**config.mk**
```make
export PLATFORM = sky130hd
export DESIGN_NAME = csi2_rx_top
export DESIGN_NICKNAME = d
export VERILOG_FILES = /design/src/rtl/csi2_rx_pkg.sv /design/src/rtl/crc_calc.sv /design/src/rtl/csi2_crc_calc.sv /design/src/rtl/csi2_pkt_decode.sv /design/src/rtl/csi2_pkt_result.sv /design/src/rtl/csi2_rx_top.sv
export SDC_FILE = /design/constraint.sdc
export NUM_CORES = 1
export LEC_CHECK = 0
export BUFFER_PORTS_ARGS = -buffer_cell sky130_fd_sc_hd__buf_2
export CAP_MARGIN = 10
export CELL_PAD_IN_SITES_DETAIL_PLACEMENT = 1
export CELL_PAD_IN_SITES_GLOBAL_PLACEMENT = 2
export CORE_MARGIN = 3
export CORE_UTILIZATION = 38
export DETAILED_ROUTE_END_ITERATION = 8
export PLACE_DENSITY = 0.86
export SETUP_SLACK_MARGIN = 0.3
export SLEW_MARGIN = 20
export SYNTH_ARGS = -nofsm -noshare
export SYNTH_HDL_FRONTEND = slang
export SYNTH_SLANG_ARGS = --single-unit
```
**constraint.sdc**
```tcl
create_clock -name clk_i -period 4.5 [get_ports clk_i]
set_input_delay 0.675 -clock clk_i [delete_from_list [all_inputs] [get_ports clk_i]]
set_output_delay 0.675 -clock clk_i [all_outputs]
set_load 0.005 [all_outputs]
```
**src/rtl/csi2_rx_pkg.sv**
```systemverilog
package csi2_rx_pkg;

////////////////////////////////////////////////////////////////////////////
// Widths
////////////////////////////////////////////////////////////////////////////

localparam int CSI2_WORD_W = 32;                  // Merged lane word.
localparam int CSI2_BE_W   = CSI2_WORD_W / 8;
localparam int CSI2_WC_W   = 16;
localparam int CSI2_DI_W   = 8;
localparam int CSI2_DT_W   = 6;                   // Low bits of data id.
localparam int CSI2_CRC_W  = 16;
localparam int CSI2_CNT_W  = 16;                  // Packet counters.

typedef logic [CSI2_WORD_W - 1 : 0] csi2_word_t;
typedef logic [CSI2_BE_W - 1 : 0]   csi2_be_t;
typedef logic [CSI2_WC_W - 1 : 0]   csi2_wc_t;
typedef logic [CSI2_DI_W - 1 : 0]   csi2_di_t;
typedef logic [CSI2_CRC_W - 1 : 0]  crc16_t;

////////////////////////////////////////////////////////////////////////////
// Protocol constants
////////////////////////////////////////////////////////////////////////////

localparam crc16_t CSI2_CRC_POLY = 16'h1021;
localparam crc16_t CSI2_CRC_INIT = 16'hffff;

// Data types up to this value are short packets.
localparam logic [CSI2_DT_W - 1 : 0] CSI2_SHORT_DT_MAX = 6'h0f;

////////////////////////////////////////////////////////////////////////////
// Structs and state
////////////////////////////////////////////////////////////////////////////

typedef struct packed {
  csi2_di_t di;
  csi2_wc_t wc;
} pkt_info_t;

typedef struct packed {
  csi2_word_t word;
  logic       valid;
  logic       eop;
  csi2_be_t   be;                                 // Meaningful tail bytes.
} pkt_stream_t;

typedef struct packed {
  csi2_di_t di;
  csi2_wc_t wc;
  logic     is_long;
  logic     crc_ok;
} pkt_result_t;

typedef enum logic [1 : 0] {
  IDLE,
  PAYLOAD,
  TAIL
} dec_state_t;

endpackage

```
**src/rtl/crc_calc.sv**
```systemverilog
`timescale 1ns/1ps

module crc_calc #(
  parameter int                    CRC_SIZE   = 16,
  parameter int                    DATA_WIDTH = 32,
  parameter logic [CRC_SIZE - 1 : 0] POLY     = 16'h1021,
  parameter logic [CRC_SIZE - 1 : 0] INIT     = '1,
  parameter bit                    REF_IN     = 1'b1,
  parameter bit                    REF_OUT    = 1'b1,
  parameter logic [CRC_SIZE - 1 : 0] XOR_OUT  = '0
)
(
  input                             clk_i,
  input                             rst_i,
  input                             soft_reset_i,
  input                             valid_i,
  input        [DATA_WIDTH - 1 : 0] data_i,
  output logic [CRC_SIZE - 1 : 0]   crc_o
);

logic [CRC_SIZE - 1 : 0] crc_q;
logic [CRC_SIZE - 1 : 0] crc_next;
logic [CRC_SIZE - 1 : 0] crc_out_ref;
logic                    feedback;

// MSB-first shift over every data bit in one cycle.
always_comb
  begin
    crc_next = crc_q;
    feedback = 1'b0;
    for( int i = 0; i < DATA_WIDTH; i++ )
      begin
        if( REF_IN )
          feedback = crc_next[CRC_SIZE - 1] ^ data_i[i];  // Bytes LSB first.
        else
          feedback = crc_next[CRC_SIZE - 1] ^ data_i[DATA_WIDTH - 1 - i];
        crc_next = { crc_next[CRC_SIZE - 2 : 0], 1'b0 };
        if( feedback )
          crc_next = crc_next ^ POLY;
      end
  end

always_ff @( posedge clk_i )
  if( rst_i || soft_reset_i )
    crc_q <= INIT;
  else
    if( valid_i )
      crc_q <= crc_next;

always_comb
  begin
    for( int i = 0; i < CRC_SIZE; i++ )
      crc_out_ref[i] = crc_q[CRC_SIZE - 1 - i];
  end

assign crc_o = ( REF_OUT ? crc_out_ref : crc_q ) ^ XOR_OUT;

endmodule

```
**src/rtl/csi2_crc_calc.sv**
```systemverilog
`timescale 1ns/1ps

module csi2_crc_calc
(
  input                            clk_i,
  input                            rst_i,
  input  csi2_rx_pkg::csi2_word_t  long_pkt_payload_i,
  input                            long_pkt_payload_valid_i,
  input  csi2_rx_pkg::csi2_be_t    long_pkt_payload_be_i,
  input                            long_pkt_eop_i,
  output logic                     crc_passed_o,
  output logic                     crc_failed_o
);

csi2_rx_pkg::crc16_t main_crc;
csi2_rx_pkg::crc16_t crc_8bit;
csi2_rx_pkg::crc16_t crc_16bit;
csi2_rx_pkg::crc16_t crc_24bit;
csi2_rx_pkg::crc16_t residue;
logic                long_pkt_eop_d1;

// One byte through the reflected register, LSB first.
function automatic csi2_rx_pkg::crc16_t fold_byte(
  input csi2_rx_pkg::crc16_t crc,
  input logic [7 : 0]        data
);
  csi2_rx_pkg::crc16_t c;
  logic                fb;
  c = crc;
  for( int i = 0; i < 8; i++ )
    begin
      fb = c[0] ^ data[i];
      c  = c >> 1;
      for( int j = 0; j < csi2_rx_pkg::CSI2_CRC_W; j++ )
        if( csi2_rx_pkg::CSI2_CRC_POLY[j] )
          c[csi2_rx_pkg::CSI2_CRC_W - 1 - j] = c[csi2_rx_pkg::CSI2_CRC_W - 1 - j] ^ fb;
    end
  return c;
endfunction

always_ff @( posedge clk_i )
  if( rst_i )
    long_pkt_eop_d1 <= 1'b0;
  else
    long_pkt_eop_d1 <= long_pkt_eop_i;

crc_calc #(
  .CRC_SIZE     ( csi2_rx_pkg::CSI2_CRC_W    ),
  .DATA_WIDTH   ( csi2_rx_pkg::CSI2_WORD_W   ),
  .POLY         ( csi2_rx_pkg::CSI2_CRC_POLY ),
  .INIT         ( csi2_rx_pkg::CSI2_CRC_INIT ),
  .REF_IN       ( 1'b1                       ),
  .REF_OUT      ( 1'b1                       ),
  .XOR_OUT      ( '0                         )
) i_crc_calc (
  .clk_i        ( clk_i                      ),
  .rst_i        ( rst_i                      ),
  .soft_reset_i ( long_pkt_eop_d1            ),  // Ready for next packet.
  .valid_i      ( long_pkt_payload_valid_i   ),
  .data_i       ( long_pkt_payload_i         ),
  .crc_o        ( main_crc                   )
);

////////////////////////////////////////////////////////////////////////////
// Tail bytes folded on top of the full words
////////////////////////////////////////////////////////////////////////////

assign crc_8bit  = fold_byte( main_crc,  long_pkt_payload_i[7 : 0]   );
assign crc_16bit = fold_byte( crc_8bit,  long_pkt_payload_i[15 : 8]  );
assign crc_24bit = fold_byte( crc_16bit, long_pkt_payload_i[23 : 16] );

always_comb
  case( long_pkt_payload_be_i )
    4'b0001: residue = crc_8bit;
    4'b0011: residue = crc_16bit;
    4'b0111: residue = crc_24bit;
    default: residue = main_crc;                  // All four bytes taken.
  endcase

// Payload followed by its own CRC leaves zero.
assign crc_passed_o = long_pkt_eop_d1 && ( residue == '0 );
assign crc_failed_o = long_pkt_eop_d1 && ( residue != '0 );

endmodule

```
**src/rtl/csi2_pkt_decode.sv**
```systemverilog
`timescale 1ns/1ps

module csi2_pkt_decode
(
  input                                clk_i,
  input                                rst_i,
  input                                word_valid_i,
  input  csi2_rx_pkg::csi2_word_t      word_i,
  output csi2_rx_pkg::pkt_stream_t     stream_o,
  output csi2_rx_pkg::pkt_info_t       info_o,
  output logic                         short_pkt_o
);

csi2_rx_pkg::dec_state_t             state;
csi2_rx_pkg::csi2_di_t               hdr_di;
csi2_rx_pkg::csi2_wc_t               hdr_wc;
logic                                hdr_short;
logic [csi2_rx_pkg::CSI2_WC_W : 0]   rem_bytes;   // Payload plus CRC left.
csi2_rx_pkg::csi2_be_t               tail_be;

csi2_rx_pkg::csi2_word_t             out_word;
logic                                out_valid;
logic                                out_eop;
csi2_rx_pkg::csi2_be_t               out_be;

////////////////////////////////////////////////////////////////////////////
// Header fields
////////////////////////////////////////////////////////////////////////////

assign hdr_di    = word_i[csi2_rx_pkg::CSI2_DI_W - 1 : 0];
assign hdr_wc    = word_i[csi2_rx_pkg::CSI2_DI_W +: csi2_rx_pkg::CSI2_WC_W];
assign hdr_short = hdr_di[csi2_rx_pkg::CSI2_DT_W - 1 : 0] <= csi2_rx_pkg::CSI2_SHORT_DT_MAX;

always_comb
  case( rem_bytes[1 : 0] )
    2'd1:    tail_be = 4'b0001;
    2'd2:    tail_be = 4'b0011;
    default: tail_be = 4'b0111;
  endcase

////////////////////////////////////////////////////////////////////////////
// Packet FSM
////////////////////////////////////////////////////////////////////////////

always_ff @( posedge clk_i )
  if( rst_i )
    begin
      state       <= csi2_rx_pkg::IDLE;
      rem_bytes   <= '0;
      out_valid   <= 1'b0;
      out_eop     <= 1'b0;
      out_be      <= '1;
      short_pkt_o <= 1'b0;
    end
  else
    begin
      out_valid   <= 1'b0;
      out_eop     <= 1'b0;
      short_pkt_o <= 1'b0;
      case( state )
        csi2_rx_pkg::IDLE:
          begin
            out_be <= '1;                         // Back to full words.
            if( word_valid_i )
              begin
                if( hdr_short )
                  short_pkt_o <= 1'b1;
                else
                  begin
                    rem_bytes <= hdr_wc + 2'd2;   // CRC bytes included.
                    state     <= csi2_rx_pkg::PAYLOAD;
                  end
              end
          end
        csi2_rx_pkg::PAYLOAD:
          if( word_valid_i )
            begin
              if( rem_bytes > 4 )
                begin
                  out_valid <= 1'b1;
                  rem_bytes <= rem_bytes - 3'd4;
                end
              else
                if( rem_bytes == 4 )
                  begin
                    out_valid <= 1'b1;
                    out_eop   <= 1'b1;
                    state     <= csi2_rx_pkg::IDLE;
                  end
                else
                  begin
                    out_eop <= 1'b1;              // Partial word, no valid.
                    state   <= csi2_rx_pkg::TAIL;
                  end
            end
        csi2_rx_pkg::TAIL:
          begin
            out_be <= tail_be;                    // Checker folds these.
            state  <= csi2_rx_pkg::IDLE;
          end
        default:
          state <= csi2_rx_pkg::IDLE;
      endcase
    end

// Word and header registers.
always_ff @( posedge clk_i )
  if( word_valid_i )
    begin
      if( state == csi2_rx_pkg::IDLE )
        begin
          info_o.di <= hdr_di;
          info_o.wc <= hdr_wc;
        end
      else
        if( state == csi2_rx_pkg::PAYLOAD )
          out_word <= word_i;
    end

assign stream_o = '{ word:  out_word,
                     valid: out_valid,
                     eop:   out_eop,
                     be:    out_be };

endmodule

```
**src/rtl/csi2_pkt_result.sv**
```systemverilog
`timescale 1ns/1ps

module csi2_pkt_result
(
  input                                          clk_i,
  input                                          rst_i,
  input  csi2_rx_pkg::pkt_info_t                 info_i,
  input                                          short_pkt_i,
  input                                          crc_passed_i,
  input                                          crc_failed_i,
  output csi2_rx_pkg::pkt_result_t               result_o,
  output logic                                   result_valid_o,
  output logic [csi2_rx_pkg::CSI2_CNT_W - 1 : 0] good_cnt_o,
  output logic [csi2_rx_pkg::CSI2_CNT_W - 1 : 0] bad_cnt_o
);

logic pkt_done;

assign pkt_done = short_pkt_i || crc_passed_i || crc_failed_i;

always_ff @( posedge clk_i )
  if( rst_i )
    result_valid_o <= 1'b0;
  else
    result_valid_o <= pkt_done;

// Short packets carry no CRC, so crc_ok stays clear.
always_ff @( posedge clk_i )
  if( pkt_done )
    begin
      result_o.di      <= info_i.di;
      result_o.wc      <= info_i.wc;
      result_o.is_long <= !short_pkt_i;
      result_o.crc_ok  <= crc_passed_i;
    end

////////////////////////////////////////////////////////////////////////////
// Long packet counters
////////////////////////////////////////////////////////////////////////////

always_ff @( posedge clk_i )
  if( rst_i )
    begin
      good_cnt_o <= '0;
      bad_cnt_o  <= '0;
    end
  else
    begin
      if( crc_passed_i )
        good_cnt_o <= good_cnt_o + 1'b1;          // Wraps.
      if( crc_failed_i )
        bad_cnt_o  <= bad_cnt_o + 1'b1;
    end

endmodule

```
**src/rtl/csi2_rx_top.sv**
```systemverilog
`timescale 1ns/1ps

module csi2_rx_top
(
  input                                          clk_i,
  input                                          rst_i,
  input                                          word_valid_i,
  input  csi2_rx_pkg::csi2_word_t                word_i,
  output csi2_rx_pkg::pkt_result_t               result_o,
  output logic                                   result_valid_o,
  output logic [csi2_rx_pkg::CSI2_CNT_W - 1 : 0] good_cnt_o,
  output logic [csi2_rx_pkg::CSI2_CNT_W - 1 : 0] bad_cnt_o
);

csi2_rx_pkg::pkt_stream_t stream;
csi2_rx_pkg::pkt_info_t   info;
logic                     short_pkt;
logic                     crc_passed;
logic                     crc_failed;

csi2_pkt_decode i_csi2_pkt_decode (
  .clk_i        ( clk_i        ),
  .rst_i        ( rst_i        ),
  .word_valid_i ( word_valid_i ),
  .word_i       ( word_i       ),
  .stream_o     ( stream       ),
  .info_o       ( info         ),
  .short_pkt_o  ( short_pkt    )
);

csi2_crc_calc i_csi2_crc_calc (
  .clk_i                    ( clk_i        ),
  .rst_i                    ( rst_i        ),
  .long_pkt_payload_i       ( stream.word  ),
  .long_pkt_payload_valid_i ( stream.valid ),
  .long_pkt_payload_be_i    ( stream.be    ),
  .long_pkt_eop_i           ( stream.eop   ),
  .crc_passed_o             ( crc_passed   ),
  .crc_failed_o             ( crc_failed   )
);

csi2_pkt_result i_csi2_pkt_result (
  .clk_i          ( clk_i          ),
  .rst_i          ( rst_i          ),
  .info_i         ( info           ),
  .short_pkt_i    ( short_pkt      ),
  .crc_passed_i   ( crc_passed     ),
  .crc_failed_i   ( crc_failed     ),
  .result_o       ( result_o       ),
  .result_valid_o ( result_valid_o ),
  .good_cnt_o     ( good_cnt_o     ),
  .bad_cnt_o      ( bad_cnt_o      )
);

endmodule

```
=== Yosys cells after proc, flatten, opt, wreduce, memory -nomap -nowiden ===
Index checks and enable logic that the tools add are counted.

* Register bits after elaboration: 158
* Input bits: 35
* Output and inout bits: 59
* Logic and storage cells: 242

* $add $sub $neg: 4
* $lt $le $gt $ge: 2
* Eq/ne operators: 13
* Mux-type cells: 50
* Bitwise gates (word level): 138
* Reduce and logical (&&, ||, !) cells: 17

{| class="wikitable"
|+ Operators by type and width
! kind !! number
|-
| $mux 13 || 32
|-
| $xor 1x1->1 || 103
|-
| $not 3->3 || 32
|-
| $mux 17 || 4
|-
| $pmux 16 s3 || 1
|-
| $pmux 17 s2 || 1
|-
| $add 16x1->16 const B || 2
|-
| $add 16x2->17 const B || 1
|-
| $eq 17x3->1 const B || 1
|-
| $gt 17x3->1 const B || 1
|-
| $sub 17x3->17 const B || 1
|-
| $logic_not 16->1 || 1
|-
| $reduce_bool 16->1 || 1
|-
| $mux 2 || 5
|-
| $ne 2x2->1 const B || 4
|-
| $pmux 4 s2 || 1
|-
| $le 6x4->1 const B || 1
|-
| $pmux 3 s2 || 1
|-
| $reduce_or 3->1 || 2
|-
| $reduce_and 5->1 || 1
|-
| $eq 2x1->1 const B || 2
|-
| $eq 2x2->1 const B || 2
|-
| $eq 4x1->1 const B || 1
|-
| $eq 4x2->1 const B || 1
|-
| other kinds (13) || 22
|}

=== Depth between registers and ports, before layout ===
* Depth in word-level cells: 64
* Depth in mapped cells: 11
* Mapped depth without buffers: 9

=== By module ===
A second synthesis with hierarchy kept.

* Cells, all modules: 730
* Area total of the unflattened synthesis: 8594.5 um2

{| class="wikitable"
|+ Modules (own cells, without submodules)
! module !! instances !! cells each !! area an instance (um2) !! sequential area each (um2)
|-
| csi2_pkt_decode || 1 || 272 || 3380.7 || 2182.1
|-
| csi2_pkt_result || 1 || 191 || 2237.1 || 1441.4
|-
| crc_calc || 1 || 154 || 1755.4 || 320.3
|-
| csi2_crc_calc || 1 || 113 || 1221.2 || 20.0
|}

=== Least setup slack after synthesis ===
No wires, ideal clock.

* Kind: register to register
* From: reg i_csi2_pkt_decode.out_word[2]
* To: reg i_csi2_pkt_result.bad_cnt_o[1] (netlist bit)
* Setup time: 128 ps
* Arrival: 3450 ps
* Data required time: 4372 ps
* Slack: 922 ps
* Cell stages (with the launch flop): 12
* Period minus slack after synthesis: 3578 ps
* Cells stage by stage: edfxtp_1 -> xnor2_4 -> xnor3_2 -> xor2_2 -> xnor2_1 -> or3b_1 -> a221o_1 -> o211ai_4 -> buf_6 -> buf_6 -> mux2i_1 -> nor2_1

* Longest elaborated chain between the ends: 15
* Elaborated cells on any way between the ends: 37
* Those cells by class: mux: 1; bitwise: 34; reduce/logical: 2

{| class="wikitable"
|+ RTL lines
! item !! RTL line !! RTL
|-
| start, declared || csi2_pkt_decode.sv:21 || <nowiki>csi2_rx_pkg::csi2_word_t out_word;</nowiki>
|-
| start signal, assigned || csi2_pkt_decode.sv:117 || <nowiki>out_word <= word_i;</nowiki>
|-
| $xor 1x1->1 (*) || csi2_crc_calc.sv:32 || <nowiki>fb = c[0] ^ data[i];</nowiki>
|-
| $xor 1x1->1 || csi2_crc_calc.sv:36 || <nowiki>c[csi2_rx_pkg::CSI2_CRC_W - 1 - j] = c[csi2_rx_pkg::CSI2_CRC_W - 1 - j] ^ fb;</nowiki>
|-
| $xor 1x1->1 || csi2_crc_calc.sv:32 ||
|-
| $xor 1x1->1 || csi2_crc_calc.sv:36 ||
|-
| $xor 1x1->1 || csi2_crc_calc.sv:32 ||
|-
| $xor 1x1->1 || csi2_crc_calc.sv:36 ||
|-
| $xor 1x1->1 || csi2_crc_calc.sv:32 ||
|-
| $xor 1x1->1 || csi2_crc_calc.sv:36 ||
|-
| $xor 1x1->1 || csi2_crc_calc.sv:32 ||
|-
| $xor 1x1->1 || csi2_crc_calc.sv:36 ||
|-
| $xor 1x1->1 || csi2_crc_calc.sv:32 ||
|-
| $xor 1x1->1 || csi2_crc_calc.sv:36 ||
|-
| $pmux 16 s3 (*) || csi2_crc_calc.sv:73 || <nowiki>case( long_pkt_payload_be_i )</nowiki>
|-
| $reduce_bool 16->1 (*) || csi2_crc_calc.sv:82 || <nowiki>assign crc_failed_o = long_pkt_eop_d1 && ( residue != '0 );</nowiki>
|-
| $logic_and 1x1->1 (*) || csi2_crc_calc.sv:82 ||
|-
| end signal, assigned || csi2_pkt_result.sv:52 || <nowiki>bad_cnt_o <= bad_cnt_o + 1'b1;</nowiki>
|-
| end, declared || csi2_pkt_result.sv:14 || <nowiki>output logic [csi2_rx_pkg::CSI2_CNT_W - 1 : 0] bad_cnt_o</nowiki>
|}

Mark *: on every way between the ends. The rest lies on a longest branch, timed or not.
A chain may end at the register's enable or synchronous reset.

=== Final worst setup path ===
* From: reg i_csi2_pkt_decode.out_word[4]
* To: reg i_csi2_pkt_result.bad_cnt_o[1] (netlist bit)

* Longest elaborated chain between the ends: 13
* Elaborated cells on any way between the ends: 33
* Those cells by class: mux: 1; bitwise: 30; reduce/logical: 2

{| class="wikitable"
|+ RTL lines
! item !! RTL line
|-
| $xor 1x1->1 (*) || csi2_crc_calc.sv:32
|-
| $xor 1x1->1 || csi2_crc_calc.sv:36
|-
| $xor 1x1->1 || csi2_crc_calc.sv:32
|-
| $xor 1x1->1 || csi2_crc_calc.sv:36
|-
| $xor 1x1->1 || csi2_crc_calc.sv:32
|-
| $xor 1x1->1 || csi2_crc_calc.sv:36
|-
| $xor 1x1->1 || csi2_crc_calc.sv:32
|-
| $xor 1x1->1 || csi2_crc_calc.sv:36
|-
| $xor 1x1->1 || csi2_crc_calc.sv:32
|-
| $xor 1x1->1 || csi2_crc_calc.sv:36
|-
| $pmux 16 s3 (*) || csi2_crc_calc.sv:73
|-
| $reduce_bool 16->1 (*) || csi2_crc_calc.sv:82
|-
| $logic_and 1x1->1 (*) || csi2_crc_calc.sv:82
|}

Marked as above.

==> run_results.csv <==
group,metric,value,unit
global_routing,grt_max_degree,64,
sta,hold_violations,0,
floorplanning,core_area,19600,um2
cts,numCtsBuffers,17,
yosys,syn_inst,682,
place,dpl.cell_count,1023,
finish,drive_gt1_share,20.2,%
worst_setup_path,end_kind,"flop",
finish,final_core_util,46.3,%
sta,setup_viol,0,
sta,fmax,255,MHz
drt,wl_met1,9070,um
worst_hold_path,hold_depth,0,
drt,dr.pass1.iters,5,
power,p_comb_share,49.0,%
floorplanning,start_util,38.9,%
cts,cts_hold_buf,0,
sta,final.setup_skew,10.9,ps
worst_setup_path,cp.arrival,4220,ps
place,dp_hpwl,15100,um
drt,wl_met2,10600,um
floorplanning,die_w,148,um
cts,tritoncts,"done",
drt,antenna_left,0,
global_routing,grt-ovfl-total,0,
yosys,synth_top_area_cell,"edfxtp_1",
worst_setup_path,r2r_slack,570,ps
drt,wl,20900,um
worst_setup_path,path_class,"reg -> reg",
worst_setup_path,ff2ff_path_depth,9,
yosys,ys_ff_latch,157,
power,vdd_drop_max,0.505,mV
floorplanning,num_rows,51,
yosys,synth-seq-area-share,52.1,%
yosys,syn_area_per_cell,11.2,um2
yosys,syn_nets,724,
cts,clkSinkCount,157,
yosys,ys.flop_type,"edfxtp_1",
sta,fin_crit,3930,ps
finish,area_growth,19.1,%
worst_hold_path,worstHoldPathType,"reg -> reg",
power,power.share.sequential,27.4,%
global_routing,grt_pass1_wl,32600,um
worst_hold_path,worstHoldStart,"i_csi2_pkt_decode.info_o[9]",
drt,via_count,5767,
global_routing,antenna_found_initial,1,
cts,cts-root-buf,"clkbuf_16",
yosys,netlist_area,7610,um2
drt,drt_iter0_drc,346,
drt,drc,0,
global_routing,grt_usage,19.2,%
cts,cts_buffer_depth,2,
power,p_int,0.00367,W
job,cap_viol_max_count,0,
place,routabilityCongestion,0.886,
drt,wl_per_cell,19.7,um
worst_setup_path,crit_fanout,14,
cts,h-tree-depth,4,
finish,nets,825,
yosys,async_reset_ff_share,0,%
finish,filler_cell_count,2145,
finish,fin_cells,1061,
sta,rsz0062_at_grt,"no",
worst_hold_path,holdPathEnd,"i_csi2_pkt_result.result_o[11]",
sta,finalCritPeriodShare,87.3,%
sta,slew_headroom,37.0,%
floorplanning,io_pins,94,
worst_setup_path,r2r_end,"i_csi2_pkt_result.bad_cnt_o[1]",
finish,diodes,0,
yosys,synth_top_area_share,32.3,%
worst_setup_path,crit_required,4790,ps
worst_setup_path,critPathLaunchType,"flop",
yosys,synth_edf_count,82,
cts,path_clk_slew,70,ps
power,power_density,667,nW/um2
global_routing,grt_pass1_vias,5891,
drt,top_layer,"met5",
yosys,yosysWarningCount,0,
sta,finalSetupTns,0,ps
worst_setup_path,reg2reg_from,"i_csi2_pkt_decode.out_word[4]",
sta,holdWs,421,ps
place,io_buffers,93,
cts,clock_latency,430,ps
power,switching_share,39.2,%
power,power_frac_clock,23.6,%
yosys,synth.distinct_cells,58,
drt,dr_wl_met3,799,um
power,leakage,3.40,nW
sta,slew_violations,0,
floorplanning,die_area,21800,um2
floorplanning,fp.dieH,148,um
status,outcome,"complete, no violations",
yosys,synth_area_leaders,"edfxtp_1, dfxtp_1, xnor2_1",
power,power_switching,0.00237,W
sta,tightest_slew,944,ps
drt,via_per_inst,5.44,
[logic make-up (layout without fill, tap and decap cells)]
kind of cell / Yosys count / after routing / share of synthesized area, %
AND/OR/NAND/NOR: 222 / 222 / 15.4
XOR/XNOR: 110 / 110 / 17.2
AO/OA/AOI/OAI: 136 / 137 / 10.6
buffers and inverters: 40 / 153 / 2.19
flip-flops: 157 / 157 / 52.1
adder cells (fa/ha/maj): 7 / 7 / 1.15
multiplexers: 10 / 10 / 1.31
[sequential cells by signal, indices dropped and copies added (netlist names)]
name	flops
i_csi2_crc_calc.i_crc_calc.crc_q	16
i_csi2_crc_calc.long_pkt_eop_d1	1
i_csi2_pkt_decode.info_o	24
i_csi2_pkt_decode.out_be	3
i_csi2_pkt_decode.out_eop	1
i_csi2_pkt_decode.out_valid	1
i_csi2_pkt_decode.out_word	32
i_csi2_pkt_decode.rem_bytes	17
i_csi2_pkt_decode.short_pkt_o	1
i_csi2_pkt_decode.state	2
i_csi2_pkt_result.bad_cnt_o	16
i_csi2_pkt_result.good_cnt_o	16
i_csi2_pkt_result.result_o	26
i_csi2_pkt_result.result_valid_o	1
[critical path, stage by stage (launching register included)]
cell and delay (ps):
edfxtp_1 390, xnor2_1 390, xnor3_2 580, xnor2_4 260, xnor3_2 530, or3b_1 420
a221o_1 470, o211ai_4 450, mux2i_1 240, nor2_1 50
[synthesized netlist by cell type, drive strengths merged, types with 2 or more instances]
| master | number |
|---|---|
| nand3b | 3 |
| nand4 | 12 |
| a22oi | 5 |
| a31oi | 2 |
| ha | 7 |
| nand2b | 9 |
| mux2i | 10 |
| o31ai | 5 |
| nor2 | 34 |
| or4 | 7 |
| nor2b | 3 |
| nand2 | 44 |
| clkbuf | 23 |
| nor4 | 13 |
| xor2 | 29 |
| nor4b | 2 |
| a32oi | 2 |
| a21oi | 46 |
| and3 | 10 |
| nand3 | 32 |
| nor3 | 12 |
| and2 | 6 |
| or3 | 28 |
| xnor3 | 14 |
| o21ai | 53 |
| buf | 5 |
| edfxtp | 82 |
| a221oi | 2 |
| inv | 12 |
| dfxtp | 75 |
| and4 | 2 |
| xor3 | 4 |
| nand4b | 3 |
| a2111oi | 2 |
| xnor2 | 63 |
| a211oi | 7 |
[through the flow]
step	cell area, um2	setup WS [ps]	power, W
finish	9070	573	0.00604
global placement	8390	487	0.00698
detailed placement	8390	366	0.00706
CTS	8980	308	0.00862
floorplan	7610	922	0.00543
global route	9070	346	0.00773
[timing repair]
action / in CTS / in global routing
setup endpoints to repair: 0 / 24
resized for setup: 0 / 4
buffers inserted: 0 / 4
[cell type report]
type | count | area, um2 | share of cell area [%]
multi-input combinational | 486 | 3540 | 39.0
clock buffer | 17 | 425 | 4.69
inverter | 12 | 45.0 | 0.497
tap | 265 | 332 | 3.66
sequential | 157 | 3960 | 43.7
timing repair buffer | 109 | 602 | 6.64
clock inverter | 15 | 163 | 1.79
[worst max-delay path by stage]
| stage | start | to | slack [ps] | cells past startpoint |
|---|---|---|---|---|
| after floorplan | i_csi2_pkt_decode.out_word[2] | i_csi2_pkt_result.bad_cnt_o[1] | 920 | 11 |
| after global placement | i_csi2_pkt_decode.out_word[2] | i_csi2_pkt_result.good_cnt_o[5] | 490 | 9 |
| after detailed placement | i_csi2_pkt_decode.out_word[2] | i_csi2_pkt_result.good_cnt_o[3] | 370 | 9 |
| after CTS | i_csi2_pkt_decode.out_word[2] | i_csi2_pkt_result.good_cnt_o[14] | 310 | 8 |
| after global routing | i_csi2_pkt_decode.out_word[6] | i_csi2_pkt_result.good_cnt_o[11] | 350 | 10 |
| final | i_csi2_pkt_decode.out_word[4] | i_csi2_pkt_result.bad_cnt_o[1] | 570 | 9 |
[per-layer routing]
metal,up-vias,track usage (%)
met2,139,33.1
met3,33,3.80
met5,-,0
li1,2719,-
met1,2874,24.2
met4,2,6.34
[placed cells by master, fill, tap and decap left out, types with 5 or more instances in the layout]
| cell | instances |
|---|---|
| nor4_1 | 13 |
| nor2_1 | 33 |
| xor2_1 | 25 |
| buf_4 | 14 |
| mux2i_1 | 10 |
| a22oi_1 | 5 |
| clkbuf_16 | 17 |
| xnor2_1 | 57 |
| buf_2 | 93 |
| a21oi_1 | 46 |
| nor3_1 | 12 |
| nand4_1 | 12 |
| nand2b_1 | 9 |
| and2_1 | 5 |
| dfxtp_1 | 75 |
| inv_1 | 12 |
| nand2_1 | 43 |
| o21ai_0 | 52 |
| or3_1 | 28 |
| o31ai_1 | 5 |
| or4_1 | 7 |
| inv_8 | 7 |
| edfxtp_1 | 82 |
| and3_1 | 10 |
| nand3_1 | 32 |
| ha_1 | 7 |
| xnor3_1 | 11 |
| a211oi_1 | 6 |
[power by group through the flow]
| stage | sequential [W] | clock, W | combinational [W] |
|---|---|---|---|
| 2_1_floorplan | 0.00169 | 0 | 0.00374 |
| 6_report | 0.00166 | 0.00143 | 0.00296 |
| 3_3_place_gp | 0.00174 | 0 | 0.00524 |
| 5_1_grt | 0.00169 | 0.00153 | 0.00452 |
| 3_5_place_dp | 0.00175 | 0 | 0.00531 |
| 4_1_cts | 0.00171 | 0.00146 | 0.00545 |
(Power assumes the default switching activity.)
